<file path="config.mk">
export PLATFORM = sky130hd
export DESIGN_NAME = dcache_top
export DESIGN_NICKNAME = d
export VERILOG_FILES = /design/src/hdl/dcache_pkg.sv /design/src/hdl/dcache_ctrl.sv /design/src/hdl/dcache_counters.sv /design/src/hdl/dcache_tag_array.sv /design/src/hdl/dcache_data_array.sv /design/src/hdl/dcache_top.sv
export SDC_FILE = /design/constraint.sdc
export NUM_CORES = 2
export LEC_CHECK = 0
export BUFFER_PORTS_ARGS = -buffer_cell sky130_fd_sc_hd__buf_4
export CAP_MARGIN = 20
export CELL_PAD_IN_SITES_DETAIL_PLACEMENT = 0
export CELL_PAD_IN_SITES_GLOBAL_PLACEMENT = 2
export CORE_AREA = 10 10 738 558
export DETAILED_ROUTE_END_ITERATION = 8
export DIE_AREA = 0 0 748 568
export HOLD_SLACK_MARGIN = 0.12
export PLACE_DENSITY_LB_ADDON = 0.1
export SLEW_MARGIN = 5
export SYNTH_ARGS = -nofsm -noshare
export SYNTH_HDL_FRONTEND = slang
export SYNTH_HIERARCHICAL = 1
export SYNTH_SLANG_ARGS = --single-unit
</file>
<file path="constraint.sdc">
create_clock -name clk -period 8.7 [get_ports clk]
set_clock_uncertainty 0.15 [all_clocks]
set_input_delay 0.435 -clock clk [delete_from_list [all_inputs] [get_ports clk]]
set_output_delay 0.435 -clock clk [all_outputs]
set_load 0.01 [all_outputs]
</file>
<file path="src/hdl/dcache_pkg.sv">
// Shared geometry, types and byte-lane helpers for the L1 data cache
// Imported by every cache module and by the testbench
`default_nettype none

package dcache_pkg;

  localparam int ADDR_W     = 32;
  localparam int DATA_W     = 32;
  localparam int LINE_WORDS = 4;
  localparam int INDEX_W    = 4;
  localparam int OFFSET_W   = 4;
  localparam int TAG_W      = ADDR_W - INDEX_W - OFFSET_W;
  localparam int LINE_W     = LINE_WORDS * DATA_W;
  localparam int NUM_LINES  = 1 << INDEX_W;

  typedef enum logic [1:0] {
    SIZE_BYTE,
    SIZE_HALF,
    SIZE_WORD
  } access_size_e;

  typedef enum logic [1:0] {
    IDLE,
    LOOKUP,
    READ_MISS,
    WRITE_THRU
  } dcache_state_e;

  typedef struct packed {
    logic              write;
    access_size_e      size;
    logic [ADDR_W-1:0] addr;
    logic [DATA_W-1:0] wdata;
  } core_req_t;

  typedef struct packed {
    logic              cyc;
    logic              stb;
    logic              we;
    logic [ADDR_W-1:0] adr;
    logic [3:0]        sel;
    logic [DATA_W-1:0] dat;
  } wb_req_t;

  typedef struct packed {
    logic              ack;
    logic [DATA_W-1:0] dat;
  } wb_rsp_t;

  // Byte lanes touched by an aligned access
  function automatic logic [3:0] byte_sel(access_size_e size, logic [1:0] off);
    logic [3:0] sel;
    case (size)
      SIZE_BYTE: sel = 4'b0001 << off;
      SIZE_HALF: sel = 4'b0011 << {off[1], 1'b0};
      default:   sel = 4'b1111;
    endcase
    return sel;
  endfunction

  // Store data copied onto every lane it may occupy
  function automatic logic [DATA_W-1:0] lane_data(access_size_e size, logic [DATA_W-1:0] wdata);
    logic [DATA_W-1:0] dat;
    case (size)
      SIZE_BYTE: dat = {4{wdata[7:0]}};
      SIZE_HALF: dat = {2{wdata[15:0]}};
      default:   dat = wdata;
    endcase
    return dat;
  endfunction

endpackage

`default_nettype wire

</file>
<file path="src/hdl/dcache_ctrl.sv">
// Cache controller FSM: lookup, line refill and write-through
// Owns the core handshake and acts as the Wishbone classic master
`timescale 1ns/1ps
`default_nettype none

module dcache_ctrl
  import dcache_pkg::*;
(
  input  logic          clk,
  input  logic          rstn,
  input  logic          core_valid,
  input  core_req_t     core_in,
  input  wb_rsp_t       wb_rsp,
  input  logic          hit,
  input  logic          last_beat,
  input  logic [1:0]    beat_addr,
  output logic          core_wait,
  output core_req_t     req_q,
  output wb_req_t       wb_req,
  output dcache_state_e state,
  output logic          tag_rd,
  output logic          tag_fill,
  output logic          data_rd,
  output logic          data_fill_shift,
  output logic          data_fill_write,
  output logic          data_word_write,
  output logic          beat_clear,
  output logic          beat_inc
);

  dcache_state_e next_state;
  logic          bus_done;
  logic          done_q;

  // ========================================
  // State and request registers
  // ========================================
  always_ff @(posedge clk or negedge rstn) begin
    if (!rstn) begin
      state  <= IDLE;
      done_q <= 1'b0;
    end else begin
      state  <= next_state;
      done_q <= bus_done;
    end
  end

  always_ff @(posedge clk) begin
    if (state == IDLE && core_valid) begin
      req_q <= core_in;
    end
  end

  assign core_wait = (state != IDLE);

  // ========================================
  // Next state, array strobes, Wishbone
  // ========================================
  always_comb begin
    next_state      = state;
    bus_done        = 1'b0;
    tag_rd          = 1'b0;
    tag_fill        = 1'b0;
    data_rd         = 1'b0;
    data_fill_shift = 1'b0;
    data_fill_write = 1'b0;
    data_word_write = 1'b0;
    beat_clear      = 1'b0;
    beat_inc        = 1'b0;
    wb_req          = '0;

    case (state)
      IDLE: begin
        // Arrays read from the live address so the tag is ready in LOOKUP
        tag_rd     = core_valid;
        data_rd    = core_valid;
        beat_clear = 1'b1;
        if (core_valid) begin
          next_state = LOOKUP;
        end
      end

      LOOKUP: begin
        if (done_q) begin
          // Bus part finished, commit line or merged word
          next_state      = IDLE;
          tag_fill        = ~req_q.write;
          data_fill_write = ~req_q.write;
          data_word_write = req_q.write & hit;
        end else if (req_q.write) begin
          next_state = WRITE_THRU;
        end else if (hit) begin
          next_state = IDLE;
        end else begin
          next_state = READ_MISS;
        end
      end

      READ_MISS: begin
        wb_req.cyc      = 1'b1;
        wb_req.stb      = 1'b1;
        wb_req.we       = 1'b0;
        wb_req.adr      = {req_q.addr[ADDR_W-1:OFFSET_W], beat_addr, 2'b00};
        wb_req.sel      = 4'b1111;
        beat_inc        = wb_rsp.ack;
        data_fill_shift = wb_rsp.ack;
        if (wb_rsp.ack && last_beat) begin
          bus_done   = 1'b1;
          next_state = LOOKUP;
        end
      end

      WRITE_THRU: begin
        wb_req.cyc = 1'b1;
        wb_req.stb = 1'b1;
        wb_req.we  = 1'b1;
        wb_req.adr = {req_q.addr[ADDR_W-1:2], 2'b00};
        wb_req.sel = byte_sel(req_q.size, req_q.addr[1:0]);
        wb_req.dat = lane_data(req_q.size, req_q.wdata);
        beat_inc   = wb_rsp.ack;
        if (wb_rsp.ack) begin
          bus_done   = 1'b1;
          next_state = LOOKUP;
        end
      end

      default: begin
        next_state = IDLE;
      end
    endcase
  end

endmodule

`default_nettype wire

</file>
<file path="src/hdl/dcache_counters.sv">
// Refill beat counter and hit/miss statistics
// Each access is classified on the edge that ends it
`timescale 1ns/1ps
`default_nettype none

module dcache_counters
  import dcache_pkg::*;
(
  input  logic          clk,
  input  logic          rstn,
  input  dcache_state_e state,
  input  logic          hit,
  input  logic          beat_clear,
  input  logic          beat_inc,
  input  logic          is_write,
  output logic [1:0]    beat_addr,
  output logic          last_beat,
  output logic [31:0]   rd_hits,
  output logic [31:0]   wr_hits,
  output logic [31:0]   rd_misses,
  output logic [31:0]   wr_misses
);

  always_ff @(posedge clk or negedge rstn) begin
    if (!rstn) begin
      beat_addr <= 2'd0;
    end else if (beat_clear) begin
      beat_addr <= 2'd0;
    end else if (beat_inc) begin
      beat_addr <= beat_addr + 2'd1;
    end
  end

  assign last_beat = &beat_addr;

  always_ff @(posedge clk or negedge rstn) begin
    if (!rstn) begin
      rd_hits   <= '0;
      wr_hits   <= '0;
      rd_misses <= '0;
      wr_misses <= '0;
    end else begin
      if (state == LOOKUP && hit && !is_write) begin
        rd_hits <= rd_hits + 32'd1;
      end
      if (state == READ_MISS && beat_inc && last_beat) begin
        rd_misses <= rd_misses + 32'd1;
      end
      // Writes end on their single ack
      if (state == WRITE_THRU && beat_inc) begin
        if (hit) begin
          wr_hits <= wr_hits + 32'd1;
        end else begin
          wr_misses <= wr_misses + 32'd1;
        end
      end
    end
  end

endmodule

`default_nettype wire

</file>
<file path="src/hdl/dcache_tag_array.sv">
// Tag store and valid bits with registered read and hit compare
`timescale 1ns/1ps
`default_nettype none

module dcache_tag_array
  import dcache_pkg::*;
(
  input  logic               clk,
  input  logic               rstn,
  input  logic [INDEX_W-1:0] index,
  input  logic [TAG_W-1:0]   tag,
  input  logic               rd,
  input  logic               fill,
  output logic               hit
);

  logic [TAG_W-1:0]     tags [NUM_LINES];
  logic [NUM_LINES-1:0] valid;
  logic [TAG_W-1:0]     tag_q;
  logic                 valid_q;

  always_ff @(posedge clk or negedge rstn) begin
    if (!rstn) begin
      valid   <= '0;
      valid_q <= 1'b0;
    end else begin
      if (fill) begin
        valid[index] <= 1'b1;
      end
      if (rd) begin
        valid_q <= valid[index];
      end
    end
  end

  // SRAM-like tag storage
  always_ff @(posedge clk) begin
    if (fill) begin
      tags[index] <= tag;
    end
    if (rd) begin
      tag_q <= tags[index];
    end
  end

  assign hit = valid_q & (tag_q == tag);

endmodule

`default_nettype wire

</file>
<file path="src/hdl/dcache_data_array.sv">
// Line store with byte-lane writes, refill shift register and
// read word selection for the core
`timescale 1ns/1ps
`default_nettype none

module dcache_data_array
  import dcache_pkg::*;
(
  input  logic               clk,
  input  logic               rstn,
  input  logic [INDEX_W-1:0] index,
  input  logic [1:0]         word_sel,
  input  access_size_e       size,
  input  logic [1:0]         byte_off,
  input  logic [DATA_W-1:0]  wdata,
  input  logic               rd,
  input  logic               fill_shift,
  input  logic               fill_write,
  input  logic               word_write,
  input  logic [DATA_W-1:0]  fill_word,
  output logic [DATA_W-1:0]  rdata
);

  localparam int LINE_BYTES = LINE_W / 8;

  logic [LINE_W-1:0]     mem [NUM_LINES];
  logic [LINE_W-1:0]     line_q;
  logic [LINE_W-1:0]     shift_q;
  logic [LINE_W-1:0]     src_line;
  logic                  use_shift_q;
  logic [3:0]            word_be;
  logic [LINE_BYTES-1:0] line_be;
  logic [DATA_W-1:0]     lanes;

  // ========================================
  // Write enables for a store hit
  // ========================================
  assign word_be = byte_sel(size, byte_off);
  assign line_be = LINE_BYTES'(word_be) << {word_sel, 2'b00};
  assign lanes   = lane_data(size, wdata);

  always_ff @(posedge clk) begin
    if (fill_write) begin
      mem[index] <= shift_q;
    end else if (word_write) begin
      for (int i = 0; i < LINE_BYTES; i++) begin
        if (line_be[i]) begin
          mem[index][i*8 +: 8] <= lanes[(i % 4)*8 +: 8];
        end
      end
    end
  end

  // ========================================
  // Read path and refill assembly
  // ========================================
  always_ff @(posedge clk) begin
    if (rd) begin
      line_q <= mem[index];
    end
    // Beats arrive lowest word first, so shift in from the top
    if (fill_shift) begin
      shift_q <= {fill_word, shift_q[LINE_W-1:DATA_W]};
    end
  end

  // Refilled line is served from the shift register until the next read
  always_ff @(posedge clk or negedge rstn) begin
    if (!rstn) begin
      use_shift_q <= 1'b0;
    end else if (rd) begin
      use_shift_q <= 1'b0;
    end else if (fill_shift) begin
      use_shift_q <= 1'b1;
    end
  end

  assign src_line = use_shift_q ? shift_q : line_q;
  assign rdata    = src_line[word_sel*DATA_W +: DATA_W];

endmodule

`default_nettype wire

</file>
<file path="src/hdl/dcache_top.sv">
// Top level of the direct-mapped write-through data cache
// Core request/wait port on one side, Wishbone classic master on the other
`timescale 1ns/1ps
`default_nettype none

module dcache_top
  import dcache_pkg::*;
(
  input  logic              clk,
  input  logic              rstn,
  input  logic              core_valid,
  input  core_req_t         core_in,
  input  wb_rsp_t           wb_rsp,
  output logic              core_wait,
  output logic [DATA_W-1:0] core_rdata,
  output wb_req_t           wb_req,
  output logic [31:0]       rd_hits,
  output logic [31:0]       wr_hits,
  output logic [31:0]       rd_misses,
  output logic [31:0]       wr_misses
);

  core_req_t          req_q;
  dcache_state_e      state;
  logic               hit;
  logic               last_beat;
  logic [1:0]         beat_addr;
  logic               tag_rd;
  logic               tag_fill;
  logic               data_rd;
  logic               data_fill_shift;
  logic               data_fill_write;
  logic               data_word_write;
  logic               beat_clear;
  logic               beat_inc;
  logic [INDEX_W-1:0] index;

  // Live index while idle, sampled index afterwards
  assign index = (state == IDLE) ? core_in.addr[OFFSET_W +: INDEX_W]
                                 : req_q.addr[OFFSET_W +: INDEX_W];

  dcache_ctrl ctrl_inst (
    .clk             (clk),
    .rstn            (rstn),
    .core_valid      (core_valid),
    .core_in         (core_in),
    .wb_rsp          (wb_rsp),
    .hit             (hit),
    .last_beat       (last_beat),
    .beat_addr       (beat_addr),
    .core_wait       (core_wait),
    .req_q           (req_q),
    .wb_req          (wb_req),
    .state           (state),
    .tag_rd          (tag_rd),
    .tag_fill        (tag_fill),
    .data_rd         (data_rd),
    .data_fill_shift (data_fill_shift),
    .data_fill_write (data_fill_write),
    .data_word_write (data_word_write),
    .beat_clear      (beat_clear),
    .beat_inc        (beat_inc)
  );

  dcache_counters counters_inst (
    .clk        (clk),
    .rstn       (rstn),
    .state      (state),
    .hit        (hit),
    .beat_clear (beat_clear),
    .beat_inc   (beat_inc),
    .is_write   (req_q.write),
    .beat_addr  (beat_addr),
    .last_beat  (last_beat),
    .rd_hits    (rd_hits),
    .wr_hits    (wr_hits),
    .rd_misses  (rd_misses),
    .wr_misses  (wr_misses)
  );

  dcache_tag_array tag_array_inst (
    .clk   (clk),
    .rstn  (rstn),
    .index (index),
    .tag   (req_q.addr[ADDR_W-1 -: TAG_W]),
    .rd    (tag_rd),
    .fill  (tag_fill),
    .hit   (hit)
  );

  dcache_data_array data_array_inst (
    .clk        (clk),
    .rstn       (rstn),
    .index      (index),
    .word_sel   (req_q.addr[OFFSET_W-1:2]),
    .size       (req_q.size),
    .byte_off   (req_q.addr[1:0]),
    .wdata      (req_q.wdata),
    .rd         (data_rd),
    .fill_shift (data_fill_shift),
    .fill_write (data_fill_write),
    .word_write (data_word_write),
    .fill_word  (wb_rsp.dat),
    .rdata      (core_rdata)
  );

endmodule

`default_nettype wire

</file>
==> results.sh <==
export IMPL_ys_async_sr_fraction_pct=5.15
export IMPL_drv_slew=0
export IMPL_drtAntennaViolNets=0
export IMPL_clock_fmax_mhz=172
export IMPL_cts_tree="yes"
export IMPL_area_growth_pct=19.1
export IMPL_status="finished, final reports clean"
export IMPL_required_ns=9.14
export IMPL_stdcell_area_um2=137000
export IMPL_drive_gt1_share_pct=28.9
export IMPL_root_buffer="clkbuf_16"
export IMPL_r2r_start="ctrl_inst/req_q[55]"
export IMPL_path_max_fanout=18
export IMPL_fin_util_pct=34.4
export IMPL_worst_r2r_cell_count=11
export IMPL_wl_per_cell_um=31.4
export IMPL_synth_area_top_cells="edfxtp_1 73%, mux4_2 13%, dfrtp_1 3.3%"
export IMPL_setup_worst_path_end_class="register"
export IMPL_min_from="core_in[11]"
export IMPL_rr_endpoint="data_array_inst/mem[8][107]"
export IMPL_stdcell_count=11800
export IMPL_avgSynthCellArea_um2=20.7
export IMPL_min_to="ctrl_inst/req_q[11]"
export IMPL_synthFlopType="edfxtp_1"
export IMPL_synth_top_cell_area_share_pct=72.7
export IMPL_netlist_area_um2=115000
export IMPL_period_share_pct=66.8
export IMPL_place_hpwl_mm=239
export IMPL_hold_viol=0
export IMPL_port_buffers=332
export IMPL_grt_pass1_vias=59800
export IMPL_drcViolationCount=0
export IMPL_place_inst=11000
export IMPL_cts_buffers_inserted=324
export IMPL_min_period_ns=5.81
export IMPL_whs_path_depth=2
export IMPL_cts_sinks=2930
export IMPL_seq_area_um2=87200
export IMPL_first_iter_violations=5216
export IMPL_post_cts_setup_buffer_count=0
export IMPL_yosysTopAreaCell="edfxtp_1"
export IMPL_multiInputGateArea_um2=26100
export IMPL_rsz0062_at_grt="false"
export IMPL_placed_area_um2=124000
export IMPL_netlist_cell_type_count=67
export IMPL_overflow=0
export IMPL_cp_arrival_ns=6.25
export IMPL_grt_max_degree=92
export IMPL_htreeDepth=5
export IMPL_gp_congestion=0.739
export IMPL_yosysWarnings=6
export IMPL_rows=201
export IMPL_p_leak_nw=44.3
export IMPL_antenna_found_initial=29
export IMPL_maxSlewHeadroom_pct=23.3
export IMPL_floorplan_die_area_um2=425000
export IMPL_fp_coreArea_um2=398000
export IMPL_dieHeight_um=568
export IMPL_cts_buffer_depth=4
export IMPL_vias=58500
export IMPL_pre_cts_slack_ns=2.66
export IMPL_tightest_slew_ns=1.14
export IMPL_wl_mm=372
export IMPL_maxCapViolCount=0
export IMPL_synth_edf_count=2779
export IMPL_finalSetupViolCount=0
export IMPL_start_util_pct=28.9
export IMPL_grt_use_total_pct=17.0
export IMPL_fillers=37300
export IMPL_hp_class="in2reg"
export IMPL_ys_seq_elements=2930
export IMPL_nNetsFinal=6399
export IMPL_reg2reg_slack_ns=2.89
export IMPL_yosys_cell_count_top_type="edfxtp_1"
export IMPL_critPathKind="reg2reg"
export IMPL_vias_per_cell=4.94
export IMPL_hold_buffers=201
export IMPL_worstSkewPairLatency_ns=0.93
export IMPL_setup_ws_ns=2.89
export IMPL_synth_commonest_cells="2779 x edfxtp_1, 655 x mux4_2, 325 x nor2_1"
export IMPL_ios=335
export IMPL_critPathLaunchType="register"
export IMPL_cts_reportedPaths_clkPinSlew_ns=0.06
export IMPL_peakVddDrop_uv=152
export IMPL_post_cts_resize_count=0
export IMPL_pwr_density_cell_nw_per_um2=278
export IMPL_syn_inst=5537
export IMPL_setup_tns_ns=0
export IMPL_grt_pass1_wl_mm=512
export IMPL_floorplan_die_width_um=748
export IMPL_firstDrtPassIters=7
export IMPL_synth_seq_area_share_pct=76.0
## power by group
part,total (mW),internal [mW],switching [mW]
combinational,7.40,2.74,4.66
sequential,16.8,16.4,0.432
clock,13.8,8.02,5.79
total,38.0,27.1,10.9
## flip-flops by register name, indices dropped and copies added (netlist names), 32 cells and up
name	cells
data_array_inst/mem	2048
tag_array_inst/tags	384
data_array_inst/line_q	128
data_array_inst/shift_q	128
ctrl_inst/req_q	67
counters_inst/rd_hits	32
counters_inst/rd_misses	32
counters_inst/wr_hits	32
counters_inst/wr_misses	32
## worst max-delay path by stage
stage,from,to,cells after the start
after floorplan,ctrl_inst/state[0],data_array_inst/shift_q[0],3
final,ctrl_inst/req_q[55],data_array_inst/mem[8][107],11
after global placement,ctrl_inst/req_q[43],data_array_inst/mem[12][15],10
after global routing,ctrl_inst/req_q[55],data_array_inst/mem[2][112],11
after detailed placement,ctrl_inst/req_q[55],data_array_inst/mem[10][8],10
after CTS,ctrl_inst/req_q[55],data_array_inst/mem[15][8],10
## cell usage in the layout, fill, tap and decap left out, types with 14 or more instances in the layout
cell / instances
nand4_1: 47
a22oi_1: 256
clkbuf_16: 336
nor3_1: 25
clkinv_1: 54
clkinvlp_4: 18
or2_2: 18
edfxtp_1: 2779
mux4_1: 44
o21ai_0: 32
and4_1: 16
nor2_1: 311
inv_1: 14
dlygate4sd3_1: 200
nand3_1: 54
and3_1: 24
bufinv_16: 32
nor2_4: 16
a21oi_2: 16
inv_6: 14
dfrtp_1: 148
diode_2: 14
o21ai_1: 50
and2_1: 45
nand2_1: 256
clkinv_2: 71
xnor2_1: 93
mux2_2: 105
clkbuf_1: 51
mux2i_1: 37
mux4_2: 655
buf_4: 521
a21oi_1: 15
xor2_1: 55
## cell families after synthesis
| kind of cell | count (synthesis) | synth area share [%] |
|---|---|---|
| AO/OA/AOI/OAI | 386 | 2.33 |
| XOR/XNOR | 148 | 1.13 |
| adder cells (fa/ha/maj) | 5 | 0.0545 |
| buffers and inverters | 323 | 1.52 |
| flip-flops | 2930 | 76.0 |
| multiplexers | 853 | 15.4 |
| other | 1 | 0.00327 |
| AND/OR/NAND/NOR | 891 | 3.60 |
## worst max-delay path, stage by stage (launching register included)
cell	delay, ns
edfxtp_1	0.71
xor2_1	0.27
nor4_1	0.54
nand3_1	0.18
nor4_2	0.29
buf_4	0.30
nand2_1	0.12
nor3_2	0.68
and4b_1	0.95
o21ai_1	0.22
buf_4	0.26
o21ai_1	0.77
## through the flow
| stage | hold slack (ns) | power (mW) |
|---|---|---|
| 2_1_floorplan | -0.0106 | 21.1 |
| 3_3_place_gp | 0.284 | 24.6 |
| 3_5_place_dp | 0.281 | 24.6 |
| 4_1_cts | 0.145 | 38.7 |
| 5_1_grt | 0.160 | 39.6 |
| 6_report | 0.207 | 38.0 |
## metal layers
layer,vias to the layer above,part of all wire [%],track usage (%)
met4,4,1.6,2.92
met3,379,5.0,2.83
li1,24400,-,-
met5,-,0.0083,0
met1,32200,49,26.2
met2,1534,44,25.3
## cell type report
cell class | instances | share of cell area, %
diodes | 14 | 0.0256
well taps | 5278 | 4.83
repair buffers | 735 | 4.49
flip-flops and latches | 2930 | 63.8
clock buffers | 388 | 6.30
multi-input cells | 2285 | 19.1
inverters | 15 | 0.0412
clock inverters | 198 | 1.39
(Power assumes the default switching activity.)
